==> config.mk <==
export PLATFORM = sky130hd
export DESIGN_NAME = ColorLerpUnit
export DESIGN_NICKNAME = d
export VERILOG_FILES = /design/src/rtl/PixelPkg.sv /design/src/rtl/ColorLerpUnit.sv /design/src/rtl/LerpCollector.sv /design/src/rtl/LerpDispatcher.sv /design/src/rtl/ColorInterpolator.sv
export SDC_FILE = /design/constraint.sdc
export NUM_CORES = 2
export LEC_CHECK = 0
export BUFFER_PORTS_ARGS = -buffer_cell sky130_fd_sc_hd__buf_2
export CELL_PAD_IN_SITES_DETAIL_PLACEMENT = 2
export CELL_PAD_IN_SITES_GLOBAL_PLACEMENT = 2
export CORE_MARGIN = 2
export CORE_UTILIZATION = 47
export CTS_CLUSTER_DIAMETER = 120
export DETAILED_ROUTE_END_ITERATION = 12
export GPL_ROUTABILITY_DRIVEN = 0
export PLACE_DENSITY = 0.88
export SLEW_MARGIN = 20
export SYNTH_ARGS = -nofsm -noshare
export SYNTH_HDL_FRONTEND = slang
export SYNTH_SLANG_ARGS = --single-unit
export TNS_END_PERCENT = 50
==> constraint.sdc <==
create_clock -name aclk -period 8.55 [get_ports aclk]
set_input_delay 1.71 -clock aclk [delete_from_list [all_inputs] [get_ports aclk]]
set_output_delay 1.71 -clock aclk [all_outputs]
set_load 0.005 [all_outputs]
==> src/rtl/PixelPkg.sv <==
// Shared pixel format constants for the color blending datapath
// Describes the RGBA8888 layout and the fixed-point blend constant
// Imported by every RTL block that works on pixel or intensity words

package PixelPkg;

    // Width of a single color channel
    parameter int SubPixelWidth = 8;

    // Four channels make one RGBA pixel
    parameter int PixelWidth = SubPixelWidth * 4;

    // The producer hands over a 16 bit intensity
    // Only its upper byte takes part in the blend, the low byte is ignored
    parameter int IntensityWidth = 16;

    // Bit positions of the channels inside a pixel word
    // Red sits in the most significant byte, alpha in the least significant one
    parameter int ColorRPos = 24;
    parameter int ColorGPos = 16;
    parameter int ColorBPos = 8;
    parameter int ColorAPos = 0;

    // Fixed-point 1.0 of one channel
    // It serves as the base of the complement weight (1.0 - i)
    // and also as the rounding offset added before the final shift
    parameter int OneDotZero = 255;

endpackage
==> src/rtl/ColorLerpUnit.sv <==
// Top level of the color blending unit
// Blends pixel pairs by intensity on NumLanes parallel two-stage lanes
// Both outer sides use four-phase req/ack, results leave in request order

module ColorLerpUnit #(
    parameter int NumLanes = 4
)
(
    input  logic                                aclk,
    input  logic                                reset,
    input  logic                                inReq,
    input  logic [PixelPkg::IntensityWidth-1:0] inIntensity,
    input  logic [PixelPkg::PixelWidth-1:0]     inColorA,
    input  logic [PixelPkg::PixelWidth-1:0]     inColorB,
    output logic                                inAck,
    output logic                                outReq,
    output logic [PixelPkg::PixelWidth-1:0]     outColor,
    input  logic                                outAck
);
    import PixelPkg::*;

    // Issue side, shared by all lanes
    logic [NumLanes-1:0]                 laneIssue;
    logic [IntensityWidth-1:0]           laneIntensity;
    logic [PixelWidth-1:0]               laneColorA;
    logic [PixelWidth-1:0]               laneColorB;
    // Result side, one entry per lane
    logic [NumLanes-1:0]                 laneDone;
    logic [NumLanes-1:0][PixelWidth-1:0] laneColor;
    logic [NumLanes-1:0]                 laneFree;

    LerpDispatcher #(
        .NumLanes(NumLanes)
    ) u_dispatcher (
        .aclk(aclk),
        .reset(reset),
        .inReq(inReq),
        .inIntensity(inIntensity),
        .inColorA(inColorA),
        .inColorB(inColorB),
        .laneFree(laneFree),
        .inAck(inAck),
        .laneIssue(laneIssue),
        .laneIntensity(laneIntensity),
        .laneColorA(laneColorA),
        .laneColorB(laneColorB)
    );

    // Every lane watches the shared buses and reacts only to its own issue bit
    for (genvar k = 0; k < NumLanes; k++)
    begin : gLane
        ColorInterpolator u_lane (
            .aclk(aclk),
            .reset(reset),
            .inValid(laneIssue[k]),
            .intensity(laneIntensity),
            .colorA(laneColorA),
            .colorB(laneColorB),
            .outValid(laneDone[k]),
            .mixedColor(laneColor[k])
        );
    end

    LerpCollector #(
        .NumLanes(NumLanes)
    ) u_collector (
        .aclk(aclk),
        .reset(reset),
        .laneIssue(laneIssue),
        .laneDone(laneDone),
        .laneColor(laneColor),
        .outAck(outAck),
        .laneFree(laneFree),
        .outReq(outReq),
        .outColor(outColor)
    );

endmodule

==> src/rtl/LerpCollector.sv <==
// Output side of the color blending unit
// Keeps one result slot per blend lane and drains the slots in round-robin order
// over a four-phase req/ack handshake, so results leave in arrival order
// A slot is reserved at issue, filled when its lane finishes and freed on ack

module LerpCollector #(
    parameter int NumLanes = 4
)
(
    input  logic                                           aclk,
    input  logic                                           reset,
    input  logic [NumLanes-1:0]                            laneIssue,
    input  logic [NumLanes-1:0]                            laneDone,
    input  logic [NumLanes-1:0][PixelPkg::PixelWidth-1:0]  laneColor,
    input  logic                                           outAck,
    output logic [NumLanes-1:0]                            laneFree,
    output logic                                           outReq,
    output logic [PixelPkg::PixelWidth-1:0]                outColor
);
    import PixelPkg::*;

    localparam int PtrWidth = $clog2(NumLanes);

    typedef enum logic [1:0]
    {
        SlotFree,
        SlotReserved,
        SlotFull
    } SlotState;

    SlotState              slotState [NumLanes];
    logic [PixelWidth-1:0] slotData [NumLanes];
    // Slot whose result goes out next
    logic [PtrWidth-1:0]   readPtr;
    logic                  headReady;
    logic                  present;
    logic                  drain;

    // The head result counts as ready in the cycle its lane finishes,
    // which saves a cycle of latency on an idle output
    assign headReady = (slotState[readPtr] == SlotFull) || laneDone[readPtr];
    // A new request may only start after the consumer has dropped its ack
    assign present = !outReq && !outAck && headReady;
    assign drain = outReq && outAck;

    always_comb
    begin
        for (int k = 0; k < NumLanes; k++)
        begin
            laneFree[k] = (slotState[k] == SlotFree);
        end
    end

    always_ff @(posedge aclk)
    begin
        if (reset)
        begin
            for (int k = 0; k < NumLanes; k++)
            begin
                slotState[k] <= SlotFree;
            end
            readPtr <= '0;
            outReq <= 1'b0;
        end
        else
        begin
            for (int k = 0; k < NumLanes; k++)
            begin
                if (laneIssue[k])
                    slotState[k] <= SlotReserved;
                else if (laneDone[k])
                    slotState[k] <= SlotFull;
                else if (drain && readPtr == PtrWidth'(k))
                    slotState[k] <= SlotFree;
            end

            if (present)
            begin
                outReq <= 1'b1;
            end
            else if (drain)
            begin
                // Ack seen, drop the request and move on to the next lane
                outReq <= 1'b0;
                readPtr <= (readPtr == PtrWidth'(NumLanes - 1)) ? '0 : readPtr + 1'b1;
            end
        end
    end

    // Result storage and the output register
    always_ff @(posedge aclk)
    begin
        for (int k = 0; k < NumLanes; k++)
        begin
            if (laneDone[k])
                slotData[k] <= laneColor[k];
        end
        // outColor only changes when a request is raised, so it holds through the handshake
        if (present)
        begin
            outColor <= (slotState[readPtr] == SlotFull) ? slotData[readPtr] : laneColor[readPtr];
        end
    end

endmodule

==> src/rtl/LerpDispatcher.sv <==
// Input side of the color blending unit
// Accepts blend requests over a four-phase req/ack handshake
// and hands each one to the blend lanes in round-robin order
// A request waits until the result slot of the next lane is free

module LerpDispatcher #(
    parameter int NumLanes = 4
)
(
    input  logic                                aclk,
    input  logic                                reset,
    input  logic                                inReq,
    input  logic [PixelPkg::IntensityWidth-1:0] inIntensity,
    input  logic [PixelPkg::PixelWidth-1:0]     inColorA,
    input  logic [PixelPkg::PixelWidth-1:0]     inColorB,
    input  logic [NumLanes-1:0]                 laneFree,
    output logic                                inAck,
    output logic [NumLanes-1:0]                 laneIssue,
    output logic [PixelPkg::IntensityWidth-1:0] laneIntensity,
    output logic [PixelPkg::PixelWidth-1:0]     laneColorA,
    output logic [PixelPkg::PixelWidth-1:0]     laneColorB
);
    localparam int PtrWidth = $clog2(NumLanes);

    // Lane that receives the next accepted item
    logic [PtrWidth-1:0] issuePtr;
    logic                issueNow;

    // Accept a fresh request only while ack is still low from the last one
    assign issueNow = inReq && !inAck && laneFree[issuePtr];

    always_ff @(posedge aclk)
    begin
        if (reset)
        begin
            inAck <= 1'b0;
            laneIssue <= '0;
            issuePtr <= '0;
        end
        else
        begin
            // The issue strobe lasts a single cycle
            laneIssue <= '0;
            if (issueNow)
            begin
                inAck <= 1'b1;
                laneIssue[issuePtr] <= 1'b1;
                issuePtr <= (issuePtr == PtrWidth'(NumLanes - 1)) ? '0 : issuePtr + 1'b1;
            end
            else if (inAck && !inReq)
            begin
                // Return to zero once the producer has dropped its request
                inAck <= 1'b0;
            end
        end
    end

    // Shared lane buses, only the lane that sees its issue bit picks them up
    always_ff @(posedge aclk)
    begin
        if (issueNow)
        begin
            laneIntensity <= inIntensity;
            laneColorA <= inColorA;
            laneColorB <= inColorB;
        end
    end

endmodule

==> src/rtl/ColorInterpolator.sv <==
// One blend lane of the color blending unit
// Computes i * colorA + (1.0 - i) * colorB per channel with rounding and clamp
// Two register stages, a result appears two cycles after inValid
// A new item may enter in every cycle

module ColorInterpolator
(
    input  logic                              aclk,
    input  logic                              reset,
    input  logic                              inValid,
    input  logic [PixelPkg::IntensityWidth-1:0] intensity,
    input  logic [PixelPkg::PixelWidth-1:0]     colorA,
    input  logic [PixelPkg::PixelWidth-1:0]     colorB,
    output logic                              outValid,
    output logic [PixelPkg::PixelWidth-1:0]     mixedColor
);
    import PixelPkg::*;

    localparam int NumChannels = PixelWidth / SubPixelWidth;
    localparam int ProductWidth = 2 * SubPixelWidth;
    // One extra bit so the sum plus rounding offset never wraps
    localparam int SumWidth = ProductWidth + 1;
    localparam int ChannelPos [NumChannels] = '{ColorRPos, ColorGPos, ColorBPos, ColorAPos};

    // Weight of color A, taken from the upper intensity byte
    logic [SubPixelWidth-1:0] weight;
    // Weight of color B, the complement of the A weight
    logic [SubPixelWidth-1:0] weightInv;

    // Stage one products, one per channel and per color
    logic [ProductWidth-1:0] prodA [NumChannels];
    logic [ProductWidth-1:0] prodB [NumChannels];
    logic                    stageValid;

    assign weight = intensity[IntensityWidth-1 -: SubPixelWidth];
    assign weightInv = SubPixelWidth'(OneDotZero) - weight;

    // Stage one multiplies every channel by its weight
    always_ff @(posedge aclk)
    begin
        for (int c = 0; c < NumChannels; c++)
        begin
            prodA[c] <= ProductWidth'(weight)
                * ProductWidth'(colorA[ChannelPos[c] +: SubPixelWidth]);
            prodB[c] <= ProductWidth'(weightInv)
                * ProductWidth'(colorB[ChannelPos[c] +: SubPixelWidth]);
        end
    end

    // Stage two adds both products plus the rounding offset
    // The upper byte of the 16 bit result is the blended channel
    always_ff @(posedge aclk)
    begin : resultStage
        logic [SumWidth-1:0] sum;
        for (int c = 0; c < NumChannels; c++)
        begin
            sum = SumWidth'(prodA[c]) + SumWidth'(prodB[c]) + SumWidth'(OneDotZero);
            // Saturate when the sum spills into bit 16
            mixedColor[ChannelPos[c] +: SubPixelWidth] <= sum[ProductWidth]
                ? SubPixelWidth'(OneDotZero)
                : sum[ProductWidth-1 -: SubPixelWidth];
        end
    end

    // The valid bit travels alongside the data through both stages
    always_ff @(posedge aclk)
    begin
        if (reset)
        begin
            stageValid <= 1'b0;
            outValid <= 1'b0;
        end
        else
        begin
            stageValid <= inValid;
            outValid <= stageValid;
        end
    end

endmodule

==> flow_summary.ini <==
[run_status]
status = complete, no violations

[floorplanning]
die_w_um = 266
coreArea_sq_mm = 0.0675
die_y_um = 266
rows = 95
pin_count = 118
dieArea_sq_mm = 0.0706
start_util_pct = 47.7

[synthesis]
synth_edf_count = 240
avgSynthCellArea_sq_um = 11.0
synth_top_family_by_area = adder cells
synthSimpleGateAreaFrac_pct = 13.5
synth-adder-area-share_pct = 33.9
synthArstFlopShare_pct = 0
synth_mux_area_share_pct = 3.50
synth-seq-area-share_pct = 33.6
synthXorXnorAreaFrac_pct = 3.29
yosysTopAreaCell = edfxtp_1
synth_area_leaders = edfxtp_1, fa_1, ha_1
syn-num-nets = 3705
syn-instance-count = 2921
yosys_warnings = 0
syn_area_sq_mm = 0.0322
synth_cell_types = 53
synth_top_area_share_pct = 22.4
synth_compound_area_share_pct = 5.28
synthFlopType = edfxtp_1
ys_ff_latch = 420

[critical_path]
path_common_cell = fa_1
endpoint_kind = flip-flop
cp_top_family = adder cells
crit_path_start_kind = flip-flop
cp.required_ns = 9.01
critPathMaxFanout = 30
critical_path.slowest_cell = edfxtp_1
path_cells = buf_4, nand2b_1, fa_1, fa_1, inv_1, fa_1, inv_1, fa_1, inv_1, ha_1, a21o_1, a31o_2, a41o_1, o41ai_1, xnor2_1
arrival_ns = 6.61
timing.critical_path.buf_inv = 4
crit_type = reg2reg
max_stage_delay_ns = 0.92

[power]
p_leak_nw = 16.6
total_power_mw = 14.4
irDropWorstVdd_v = 0.000207
power_per_cell_area_mw_per_mm2 = 405

[grt]
grt_pass1_vias = 28000
antenna_found_initial = 4
grt_pass1_wl_mm = 175
grt_usage_pct = 33.0
grt_max_degree = 73
gr-total-overflow = 0

[sta]
post-route-min-period_ns = 6.15
fmaxAchievable_mhz = 163
worst_pin_slew_ns = 0.998
period_share_pct = 71.9
rsz0062_at_grt = no
clock_skew_ns = 0.0355
setup_viol = 0
slew_headroom_pct = 32.6
slew_viol_final = 0
hold_viol_final = 0
tns_ns = 0
holdWs_ns = 0.461

[routing]
ant_nets = 0
first_pass_iters = 5
via_per_inst = 5.71
drt_iter0_drc = 1160
drcViolationCount = 0
wl_per_cell_um = 28.8
totalWireLength_mm = 114
via_count = 22600

[clock_network]
clk_latency_ns = 0.64
cts_tree = yes
clockBufferDepth = 3
cts_buffers = 51
cts-resized-gates = 0
cts_setup_buffers = 0
cts.hold.buffers_added = 0
path_clk_slew_ns = 0.06
clkSinkCount = 420
htreeDepth = 2
cts_root_buffer = clkbuf_16

[finish]
fin_nets = 3819
final-instance-count-excl-fill = 3952
nFillCells = 6606
drive_above_1_share_pct = 9.71
finish.utilization_pct = 52.6
area_delta_synth_final_pct = 10.3

[place]
port_buffers = 109
placed_cells = 3855
dp.final_hpwl_mm = 71.9

[hold_path]
hold_class = reg2reg

[run]
cap_violations = 0
[logic make-up after synthesis]
family	Yosys count
AND/OR/NAND/NOR	765
XOR/XNOR	121
multiplexers	67
buffers and inverters	595
AO/OA/AOI/OAI	253
flip-flops	420
adder cells (fa/ha/maj)	700
[worst paths after layout]
check,start,endpoint,slack [ns],cells after the start
worst min-delay path,gLane[2].u_lane.stageValid,gLane[2].u_lane.outValid,0.46,1
worst max-delay path,u_dispatcher.laneIntensity[12],gLane[0].u_lane.prodB[2][15],2.40,15
worst min register to register,gLane[2].u_lane.stageValid,gLane[2].u_lane.outValid,0.46,1
worst max register to register,u_dispatcher.laneIntensity[12],gLane[0].u_lane.prodB[2][15],2.40,15
[registers in the layout, indices dropped and copies added (netlist names), 8 cells and up, named ones only]
register and flops:
gLane.u_lane.prodB 64, u_dispatcher.laneIntensity 8, u_collector.slotData 128, u_dispatcher.laneColorA 32, gLane.u_lane.mixedColor 32, u_dispatcher.laneColorB 32
u_collector.outColor 32, u_collector.slotState 8, gLane.u_lane.prodA 64
[stage by stage]
stage / instance area (sq um) / setup slack, ns
2_1_floorplan: 32200 / 4.01
3_3_place_gp: 33700 / 3.40
3_5_place_dp: 33700 / 2.96
4_1_cts: 35500 / 2.59
5_1_grt: 35500 / 2.42
6_report: 35500 / 2.40
[cell type report]
type / instances / area [sq um] / share of cell area, %
Sequential cell: 420 / 10800 / 30.5
Clock inverter: 21 / 277 / 0.779
Timing Repair Buffer: 131 / 714 / 2.01
Clock buffer: 75 / 1470 / 4.14
Tap cell: 873 / 1090 / 3.08
Multi-Input combinational cell: 1906 / 19200 / 54.0
Inverter: 525 / 1970 / 5.56
Antenna cell: 1 / 2.50 / 0.00705
[worst register-to-register path, delay by kind of cell (launching register included)]
kind | cells | cell delay (ns)
compound gates | 4 | 1.31
simple gates | 1 | 0.24
flops | 1 | 0.92
fa+ha+maj | 5 | 2.45
xor+xnor | 1 | 0.21
buf+inv | 4 | 0.84
[synthesized netlist by cell type (13+ instances only)]
library cell,number
o21ai_0,33
a21o_1,36
edfxtp_1,240
or3_1,14
xor2_1,38
xnor2_1,83
mux2_2,33
nand2_1,111
nor3_1,27
and2_1,207
nand2b_1,65
nor2b_1,246
mux4_2,33
clkbuf_1,66
nand3_1,26
nor2_1,46
ha_1,412
a21oi_1,82
o21a_1,16
fa_1,288
a41oi_1,13
dfxtp_1,180
inv_1,525
[routing by layer]
metal / vias up / track usage, % / wire, um
met5: - / 0 / 23
met4: 4 / 20.5 / 8140
met3: 440 / 4.24 / 3660
met2: 698 / 63.2 / 61300
met1: 11700 / 33.9 / 40700
li1: 9713 / - / -
[placed cells by master (no fill, tap or decap), types with 11 or more instances in the layout]
cell type	netlist	final
a41oi_1	13	13
edfxtp_1	240	240
nor2b_1	246	246
buf_2	0	109
mux4_2	33	33
ha_1	412	412
nor2_1	46	46
o21ai_0	33	33
a21oi_1	82	81
and2_1	207	207
or3_1	14	14
clkbuf_1	66	17
inv_1	525	524
nand2_1	111	111
clkbuf_16	0	54
fa_1	288	288
buf_4	0	21
nor3_1	27	26
mux2_2	33	33
o21a_1	16	16
xnor2_1	83	83
nand2b_1	65	65
dfxtp_1	180	179
a21o_1	36	36
o21bai_1	11	11
xor2_1	38	38
nand3_1	26	26
[where the power goes]
| part | switching, mW | internal [mW] | total, mW |
|---|---|---|---|
| clock network | 0.985 | 1.30 | 2.29 |
| registers | 0.367 | 2.80 | 3.16 |
| logic | 5.50 | 3.42 | 8.92 |
(Power assumes the default switching activity.)
